**config.mk**
```make
export PLATFORM = sky130hd
export DESIGN_NAME = cnn_layer_ctrl
export DESIGN_NICKNAME = d
export VERILOG_FILES = /design/src/cnn_ctrl_pkg.sv /design/src/layer_sequencer.sv /design/src/layer_config_rom.sv /design/src/cnn_layer_ctrl.sv
export VERILOG_INCLUDE_DIRS = /design/src
export SDC_FILE = /design/constraint.sdc
export NUM_CORES = 1
export LEC_CHECK = 0
export ABC_AREA = 0
export BUFFER_PORTS_ARGS = -buffer_cell sky130_fd_sc_hd__clkbuf_2
export CAP_MARGIN = 25
export CORE_MARGIN = 5
export CORE_UTILIZATION = 37
export CTS_CLUSTER_DIAMETER = 120
export DETAILED_ROUTE_END_ITERATION = 10
export HOLD_SLACK_MARGIN = 0.02
export PLACE_DENSITY = 0.77
export SYNTH_ARGS = -nofsm -noshare
export SYNTH_HDL_FRONTEND = slang
export SYNTH_SLANG_ARGS = --single-unit
```
**constraint.sdc**
```tcl
create_clock -name clk -period 1.4 [get_ports clk]
set_input_delay 0.14 -clock clk [delete_from_list [all_inputs] [get_ports clk]]
set_output_delay 0.14 -clock clk [all_outputs]
set_load 0.02 [all_outputs]
```
**src/cnn_ctrl_cfg.svh**
```systemverilog
`ifndef CNN_CTRL_CFG_SVH
`define CNN_CTRL_CFG_SVH

// ****************************************
// Network and memory sizing
// ****************************************

// Layers run per network pass, 1 to 13.
`define CNN_NUM_LAYER 13

// Depth of the main output feature-map RAM in words.
`define CNN_OFM_RAM_SIZE 2205619

// Address width for the main output feature-map RAM.
`define CNN_OFM_ADDR_W $clog2(`CNN_OFM_RAM_SIZE)

`endif

```
**src/cnn_ctrl_pkg.sv**
```systemverilog
package cnn_ctrl_pkg;

    `include "cnn_ctrl_cfg.svh"

    // ****************************************
    // Layer configuration field types
    // ****************************************

    // Zero is idle, above the layer count is finished.
    typedef logic [3:0]  layer_idx_t;

    typedef logic [8:0]  fmap_size_t;   // Edge length in pixels.
    typedef logic [10:0] channel_t;     // Channel or filter count.
    typedef logic [1:0]  kernel_t;      // Kernel edge, 1 or 3.
    typedef logic [1:0]  stride_t;      // Max-pool stride, 0 to 2.

    // Base address into the output feature-map RAM.
    typedef logic [`CNN_OFM_ADDR_W-1:0] ofm_addr_t;

endpackage

```
**src/layer_sequencer.sv**
```systemverilog
`timescale 1ns/100ps

`include "cnn_ctrl_cfg.svh"

module layer_sequencer (
    input  logic                    clk,
    input  logic                    rst_n,
    input  logic                    start_cnn,
    input  logic                    done_layer,
    output cnn_ctrl_pkg::layer_idx_t layer_index,
    output logic                    start_layer,
    output logic                    done_cnn
);

    import cnn_ctrl_pkg::*;

    localparam layer_idx_t LAST_LAYER = layer_idx_t'(`CNN_NUM_LAYER);

    logic start_cnn_d;
    logic done_layer_d;
    logic start_rise;
    logic done_rise;
    logic step;

    // ****************************************
    // Edge detection
    // ****************************************

    always_ff @(posedge clk or negedge rst_n) begin
        if (!rst_n) begin
            start_cnn_d  <= 1'b0;
            done_layer_d <= 1'b0;
        end else begin
            start_cnn_d  <= start_cnn;
            done_layer_d <= done_layer;
        end
    end

    assign start_rise = start_cnn & ~start_cnn_d;
    assign done_rise  = done_layer & ~done_layer_d;
    assign step       = start_rise | done_rise;

    // ****************************************
    // Layer counter and pulses
    // ****************************************

    always_ff @(posedge clk or negedge rst_n) begin
        if (!rst_n) begin
            layer_index <= '0;
            start_layer <= 1'b0;
            done_cnn    <= 1'b0;
        end else begin
            if (step && layer_index <= LAST_LAYER) begin
                layer_index <= layer_index + 1'b1;   // Stops one past the last layer.
            end
            start_layer <= step && (layer_index < LAST_LAYER);
            done_cnn    <= done_rise && (layer_index == LAST_LAYER);
        end
    end

endmodule

```
**src/layer_config_rom.sv**
```systemverilog
`timescale 1ns/100ps

module layer_config_rom (
    input  cnn_ctrl_pkg::layer_idx_t layer_index,
    output cnn_ctrl_pkg::fmap_size_t ifm_size,
    output cnn_ctrl_pkg::fmap_size_t ofm_size,
    output cnn_ctrl_pkg::channel_t   ifm_channel,
    output cnn_ctrl_pkg::channel_t   num_filter,
    output cnn_ctrl_pkg::kernel_t    kernel_size,
    output logic                     maxpool_mode,
    output cnn_ctrl_pkg::stride_t    maxpool_stride,
    output logic                     upsample_mode,
    output cnn_ctrl_pkg::ofm_addr_t  start_write_addr,
    output cnn_ctrl_pkg::ofm_addr_t  start_read_addr
);

    import cnn_ctrl_pkg::*;

    always_comb begin
        // Idle, finished and unused fields read as zero.
        ifm_size         = '0;
        ofm_size         = '0;
        ifm_channel      = '0;
        num_filter       = '0;
        kernel_size      = '0;
        maxpool_mode     = 1'b0;
        maxpool_stride   = '0;
        upsample_mode    = 1'b0;
        start_write_addr = '0;
        start_read_addr  = '0;

        case (layer_index)
            // ****************************************
            // Backbone, conv plus max-pool
            // ****************************************
            4'd1: begin
                ifm_size         = 9'd418;   // Padded 416 input.
                ofm_size         = 9'd208;
                ifm_channel      = 11'd3;
                kernel_size      = 2'd3;
                num_filter       = 11'd16;
                maxpool_mode     = 1'b1;
                maxpool_stride   = 2'd2;
            end
            4'd2: begin
                ifm_size         = 9'd208;
                ofm_size         = 9'd104;
                ifm_channel      = 11'd16;
                kernel_size      = 2'd3;
                num_filter       = 11'd32;
                maxpool_mode     = 1'b1;
                maxpool_stride   = 2'd2;
                start_write_addr = ofm_addr_t'(692224);
            end
            4'd3: begin
                ifm_size         = 9'd104;
                ofm_size         = 9'd52;
                ifm_channel      = 11'd32;
                kernel_size      = 2'd3;
                num_filter       = 11'd64;
                maxpool_mode     = 1'b1;
                maxpool_stride   = 2'd2;
                start_write_addr = ofm_addr_t'(1038336);
                start_read_addr  = ofm_addr_t'(692224);
            end
            4'd4: begin
                ifm_size         = 9'd52;
                ofm_size         = 9'd26;
                ifm_channel      = 11'd64;
                kernel_size      = 2'd3;
                num_filter       = 11'd128;
                maxpool_mode     = 1'b1;
                maxpool_stride   = 2'd2;
                start_write_addr = ofm_addr_t'(1211392);
                start_read_addr  = ofm_addr_t'(1038336);
            end
            4'd5: begin
                ifm_size         = 9'd26;
                ofm_size         = 9'd13;
                ifm_channel      = 11'd128;
                kernel_size      = 2'd3;
                num_filter       = 11'd256;
                maxpool_mode     = 1'b1;
                maxpool_stride   = 2'd2;
                start_write_addr = ofm_addr_t'(1297920);
                start_read_addr  = ofm_addr_t'(1211392);
            end
            4'd6: begin
                ifm_size         = 9'd13;
                ofm_size         = 9'd13;
                ifm_channel      = 11'd256;
                kernel_size      = 2'd3;
                num_filter       = 11'd512;
                maxpool_mode     = 1'b1;
                maxpool_stride   = 2'd1;     // Size kept by stride 1.
                start_write_addr = ofm_addr_t'(1341184);
                start_read_addr  = ofm_addr_t'(1297920);
            end
            // ****************************************
            // Detection head
            // ****************************************
            4'd7: begin
                ifm_size         = 9'd13;
                ofm_size         = 9'd13;
                ifm_channel      = 11'd512;
                kernel_size      = 2'd3;
                num_filter       = 11'd1024;
                start_write_addr = ofm_addr_t'(1427712);
                start_read_addr  = ofm_addr_t'(1341184);
            end
            4'd8: begin
                ifm_size         = 9'd13;
                ofm_size         = 9'd13;
                ifm_channel      = 11'd1024;
                kernel_size      = 2'd1;
                num_filter       = 11'd256;
                start_write_addr = ofm_addr_t'(1600768);
                start_read_addr  = ofm_addr_t'(1427712);
            end
            4'd9: begin
                ifm_size         = 9'd13;
                ofm_size         = 9'd13;
                ifm_channel      = 11'd256;
                kernel_size      = 2'd3;
                num_filter       = 11'd512;
                start_write_addr = ofm_addr_t'(1644032);
                start_read_addr  = ofm_addr_t'(1600768);
            end
            4'd10: begin
                ifm_size         = 9'd13;
                ofm_size         = 9'd13;
                ifm_channel      = 11'd512;
                kernel_size      = 2'd1;
                num_filter       = 11'd255;  // First detection output.
                start_write_addr = ofm_addr_t'(1730560);
                start_read_addr  = ofm_addr_t'(1644032);
            end
            4'd11: begin
                ifm_size         = 9'd13;
                ofm_size         = 9'd26;
                ifm_channel      = 11'd256;
                kernel_size      = 2'd1;
                num_filter       = 11'd128;
                upsample_mode    = 1'b1;
                start_write_addr = ofm_addr_t'(1773655);
                start_read_addr  = ofm_addr_t'(1600768);   // Branch from layer 8.
            end
            4'd12: begin
                ifm_size         = 9'd26;
                ofm_size         = 9'd26;
                ifm_channel      = 11'd384;  // Route concat.
                kernel_size      = 2'd3;
                num_filter       = 11'd256;
                start_write_addr = ofm_addr_t'(1860183);
            end
            4'd13: begin
                ifm_size         = 9'd26;
                ofm_size         = 9'd26;
                ifm_channel      = 11'd256;
                kernel_size      = 2'd1;
                num_filter       = 11'd255;  // Second detection output.
                start_write_addr = ofm_addr_t'(2033239);
                start_read_addr  = ofm_addr_t'(1860183);
            end
            default: begin
                ifm_size         = '0;
                ofm_size         = '0;
            end
        endcase
    end

endmodule

```
**src/cnn_layer_ctrl.sv**
```systemverilog
`timescale 1ns/100ps

module cnn_layer_ctrl (
    input  logic                     clk,
    input  logic                     rst_n,
    input  logic                     start_cnn,
    input  logic                     done_layer,
    output logic                     start_layer,
    output logic                     done_cnn,
    output cnn_ctrl_pkg::layer_idx_t layer_index,
    output cnn_ctrl_pkg::fmap_size_t ifm_size,
    output cnn_ctrl_pkg::fmap_size_t ofm_size,
    output cnn_ctrl_pkg::channel_t   ifm_channel,
    output cnn_ctrl_pkg::channel_t   num_filter,
    output cnn_ctrl_pkg::kernel_t    kernel_size,
    output logic                     maxpool_mode,
    output cnn_ctrl_pkg::stride_t    maxpool_stride,
    output logic                     upsample_mode,
    output cnn_ctrl_pkg::ofm_addr_t  start_write_addr,
    output cnn_ctrl_pkg::ofm_addr_t  start_read_addr
);

    // ****************************************
    // Sequencer drives the table index
    // ****************************************

    layer_sequencer u_layer_sequencer (
        .clk         (clk),
        .rst_n       (rst_n),
        .start_cnn   (start_cnn),
        .done_layer  (done_layer),
        .layer_index (layer_index),
        .start_layer (start_layer),
        .done_cnn    (done_cnn)
    );

    layer_config_rom u_layer_config_rom (
        .layer_index      (layer_index),
        .ifm_size         (ifm_size),
        .ofm_size         (ofm_size),
        .ifm_channel      (ifm_channel),
        .num_filter       (num_filter),
        .kernel_size      (kernel_size),
        .maxpool_mode     (maxpool_mode),
        .maxpool_stride   (maxpool_stride),
        .upsample_mode    (upsample_mode),
        .start_write_addr (start_write_addr),
        .start_read_addr  (start_read_addr)
    );

endmodule

```
==> qor.yml, run 1 <==
synth:
  synth_seq_cells: 8
  synthTopCellsByArea: "buf_4, dfrtp_1, nand2_1, a21oi_1, nor2_1"
  yosys_warnings: 0
  synth_compound_area_share_pct: 26.57
  synth_fa_ha_area_share_pct: 4.550
  syn_area_um2: 1375
  synth.most_common_cell: "nand2_1"
  synth_enable_flop_cells: 0
  synth_top_family_by_area: "compound AO/OA/AOI/OAI gates"
  synth_top_area_share_pct: 14.74
  synth_area_leader_cell: "buf_4"
  synthFlopType: "dfrtp_1"
  synthXorXnorAreaFrac_pct: 1.274
  yosys.area_share.simple_pct: 23.93
  ys_top_cells_by_count: "nand2_1, buf_4, nor2_1, a21oi_1, inv_1"
  synthArstFlopShare_pct: 100.0
  ys_types: 43
  netlist_instances: 209
  syn_area_per_cell_um2: 6.579
  synthMuxAreaShare_pct: 4.732
  ys_seq_area_share_pct: 14.56
cts:
  cts_buffer_depth: 2
  htree_levels: 1
  cts_root_buf: "clkbuf_8"
  clock_sinks: 8
  cts_buffers: 3
global_route:
  grt_max_degree: 12
die:
  initial_core_util_pct: 37.84
  dieWidth_um: 70.96
  rows: 22
  io-pin-count: 100
  die_y_um: 70.96
run_status:
  status: "did not finish"
  error: "[ERROR DPL-0038] Utilization greater than 100%, impossible to legalize"
  outcome.stop_stage: "5_1_grt"
placed_design:
  placed_area_um2: 2459
  place.gp.congestion: 0.8293
  port_buffers: 88
  dp_hpwl_um: 4241
timing:
  endpoint_type: "output port"
  worst_endpoint: "start_read_addr[20]"
==> through the flow <==
stage	hold WS (ns)	TNS, ns	std cells	worst slack, ns
after floorplan	-0.1556	-10.94	219	-0.2455
after global placement	-0.008543	-10.40	376	-0.2419
after detailed placement	-0.004616	-12.63	376	-0.3254
after CTS	0.02490	-27.76	401	-0.4662
==> kinds of logic after synthesis <==
| family | Yosys count |
|---|---|
| adders and majority gates | 5 |
| AOI/OAI and AO/OA | 58 |
| xor gates and xnor gates | 2 |
| muxes | 6 |
| other | 1 |
| buffers and inverters | 56 |
| and+or+nand+nor | 73 |
| DFF | 8 |
==> timing repair <==
| item | in CTS |
|---|---|
| endpoints found under the hold margin | 8 |
| hold buffers | 1 |
| pin swaps | 21 |
| gates resized for setup | 150 |
| buffers inserted | 20 |
| setup endpoints to repair | 83 |
==> inputs of run 2 (changes only) <==
Settings changed: CORE_AREA set to 5 5 66 68, CORE_MARGIN 5 to not set, CORE_UTILIZATION 37 to not set, CTS_CLUSTER_DIAMETER 120 to not set, DIE_AREA set to 0 0 71 73, HOLD_SLACK_MARGIN 0.02 to not set, PLACE_DENSITY 0.77 to not set, PLACE_DENSITY_LB_ADDON set to 0.15.
Clock period 1.4 ns to 1.8 ns, I/O delays scaled along.
==> qor.yml, run 2 <==
synth:
  ys_top_cells_by_count: "nand2_1, buf_4, nor2_1, a21oi_1, inv_1"
  synthFlopType: "dfrtp_1"
  yosys_warnings: 0
  synth.most_common_cell: "nand2_1"
  ys_seq_area_share_pct: 14.56
  netlist_instances: 209
  synthTopCellsByArea: "buf_4, dfrtp_1, nand2_1, a21oi_1, nor2_1"
  synth_seq_cells: 8
  syn_area_um2: 1375
  synth_area_leader_cell: "buf_4"
  ys_types: 43
  synth_top_area_share_pct: 14.74
  synth_enable_flop_cells: 0
  syn_area_per_cell_um2: 6.579
  synthArstFlopShare_pct: 100.0
timing:
  fin_setup_tns_ns: -0.7600
  setup_violations: 22
  fin_ws_ns: -0.07076
  grt_setup_unrepaired: "true"
  hold_viol_final: 0
  period_share_pct: 103.9
  fmax_mhz: 534.5
  finalCriticalPeriod_ns: 1.871
  slew_violations: 0
  clock_skew_ns: 0.002146
cts:
  insertion_delay_ns: 0.22
  clock_sinks: 8
  cts_buffer_depth: 2
  clk_pin_slew_ns: 0.04
  cts_tree: "built"
  cts_root_buf: "clkbuf_8"
  htree_levels: 1
  cts_buffers: 3
finish:
  largest_reg_flops: 4
  fillers: 350
  final_common_cell: "buf_4"
  drive_gt1_share_pct: 61.98
  syn_to_final_growth_pct: 80.25
  layout_common_cells: "buf_4, clkbuf_2, buf_6, nand2_1, nor2_1"
  top_register: "u_layer_sequencer.layer_index"
  nets: 323
  antennaDiodeCount: 0
drt:
  wl_um: 4869
  firstDrtPassIters: 4
  top_layer: "met4"
  vias_per_cell: 4.763
  wl_met3_um: 351
  via_count: 1729
  wl_per_cell_um: 13.41
  drt_iter0_drc: 112
  ant_nets: 0
  met2_length_um: 2572
  route.detailed.drc: 0
  met1Wirelength_um: 1930
global_route:
  grt_pass1_vias: 1604
  grt_max_degree: 17
  grtUsageTotal_pct: 17.59
  grt_pass1_wl_um: 7728
  gr-total-overflow: 0
  antenna_found_initial: 0
min_path:
  min_to: "u_layer_sequencer.start_cnn_d"
  hold_start: "start_cnn"
  hp-class: "primary input to flop"
  hold_depth: 1
run:
  drv_cap: 0
die:
  rows: 23
  io-pin-count: 100
  die_y_um: 73
  initial_core_util_pct: 36.20
  dieWidth_um: 71
  core_um2: 3799
  die_area_um2: 5183
placed_design:
  dp_hpwl_um: 3739
  place.gp.congestion: 0.8806
  port_buffers: 88
setup_path:
  path_max_fanout: 6
  rr_worst_depth: 7
  r2r_end: "u_layer_sequencer.layer_index[1]"
  start_kind: "flop"
  critPathMaxStageDelay_ns: 0.43
  regToRegStartpoint: "u_layer_sequencer.layer_index[0]"
  crit_type: "flop to output port"
  r2r_slack_ns: 0.10
  cp.arrival_ns: 1.69
  cp-end-kind: "output port"
  cp_data_required_time_ns: 1.62
  cp.buffers_inverters: 4
  path_cells: "inv_4, ha_4, buf_6, buf_6, mux2i_1, a21o_1, nand3_2, buf_8"
  cpMostUsedCell: "buf_6"
  crit_family: "buffers and inverters"
  slowest_stage: "dfrtp_2"
run_status:
  status: "finished with violations"
  violations: "negative setup slack"
[run 2: cell counts after synthesis]
No cell type changed its count.
[run 2: through the flow]
step | instance area [um^2] | std cells | setup slack (ns) | util, % | hold WS (ns)
after floorplan | 1448 | 219 | -0.1043 | - | -0.1156
after global placement | 1943 | 351 | -0.03447 | 51.15 | 0.03466
after detailed placement | 1943 | 351 | -0.04486 | 51.15 | 0.03056
after CTS | 2192 | 361 | -0.08879 | 57.71 | 0.07837
after global routing | 2479 | 363 | -0.1577 | 65.25 | 0.08457
final | 2479 | 363 | -0.07076 | 65.25 | 0.08243
[run 2: what timing repair did]
item / in CTS / in global routing
endpoints found under the hold margin: 8 / 0
endpoints found under the setup margin: 71 / 72
gates resized for setup: 49 / 130
gates cloned: 0 / 0
pin swaps: 7 / 19
setup buffers: 5 / 2
hold buffers: 1 / 0
[run 2: final cells by class]
class / count / area, um^2 / share of cell area [%]
clock buffers: 4 / 45.04 / 1.817
flip-flops and latches: 8 / 205.2 / 8.279
inverters: 17 / 77.57 / 3.130
well taps: 50 / 62.56 / 2.524
multi-input cells: 155 / 1119 / 45.13
repair buffers: 129 / 969.7 / 39.12
[run 2: worst max-delay path by stage]
stage,start,to,slack (ns),cells after the start
3_3_place_gp,u_layer_sequencer.layer_index[0],kernel_size[1],-0.03,6
4_1_cts,u_layer_sequencer.layer_index[0],start_read_addr[20],-0.09,8
5_1_grt,u_layer_sequencer.layer_index[0],start_read_addr[20],-0.16,8
2_1_floorplan,u_layer_sequencer.layer_index[0],num_filter[8],-0.10,6
3_5_place_dp,u_layer_sequencer.layer_index[0],kernel_size[1],-0.04,6
6_report,u_layer_sequencer.layer_index[0],start_read_addr[20],-0.07,8
[run 2: logic make-up (layout without fill, tap and decap cells)]
| kind of cell | after synthesis | count (layout) | share of synthesized area [%] |
|---|---|---|---|
| mux | 6 | 6 | 4.731 |
| xor+xnor | 2 | 2 | 1.274 |
| fa+ha+maj | 5 | 5 | 4.550 |
| compound gates | 58 | 58 | 26.57 |
| buf+inv | 56 | 150 | 24.11 |
| flops | 8 | 8 | 14.56 |
| other cells | 1 | 11 | 0.2727 |
| simple gates | 73 | 73 | 23.93 |
[run 2: layer usage]
layer	up-vias	global-route usage [%]
met5	-	0
met4	0	2.714
met3	2	2.617
met2	59	31.20
met1	800	23.01
li1	868	-
Power of run 2 is left out: the tool's default activity adds up to more than one toggle a clock period on the data nets, which glitch-free logic cannot reach.
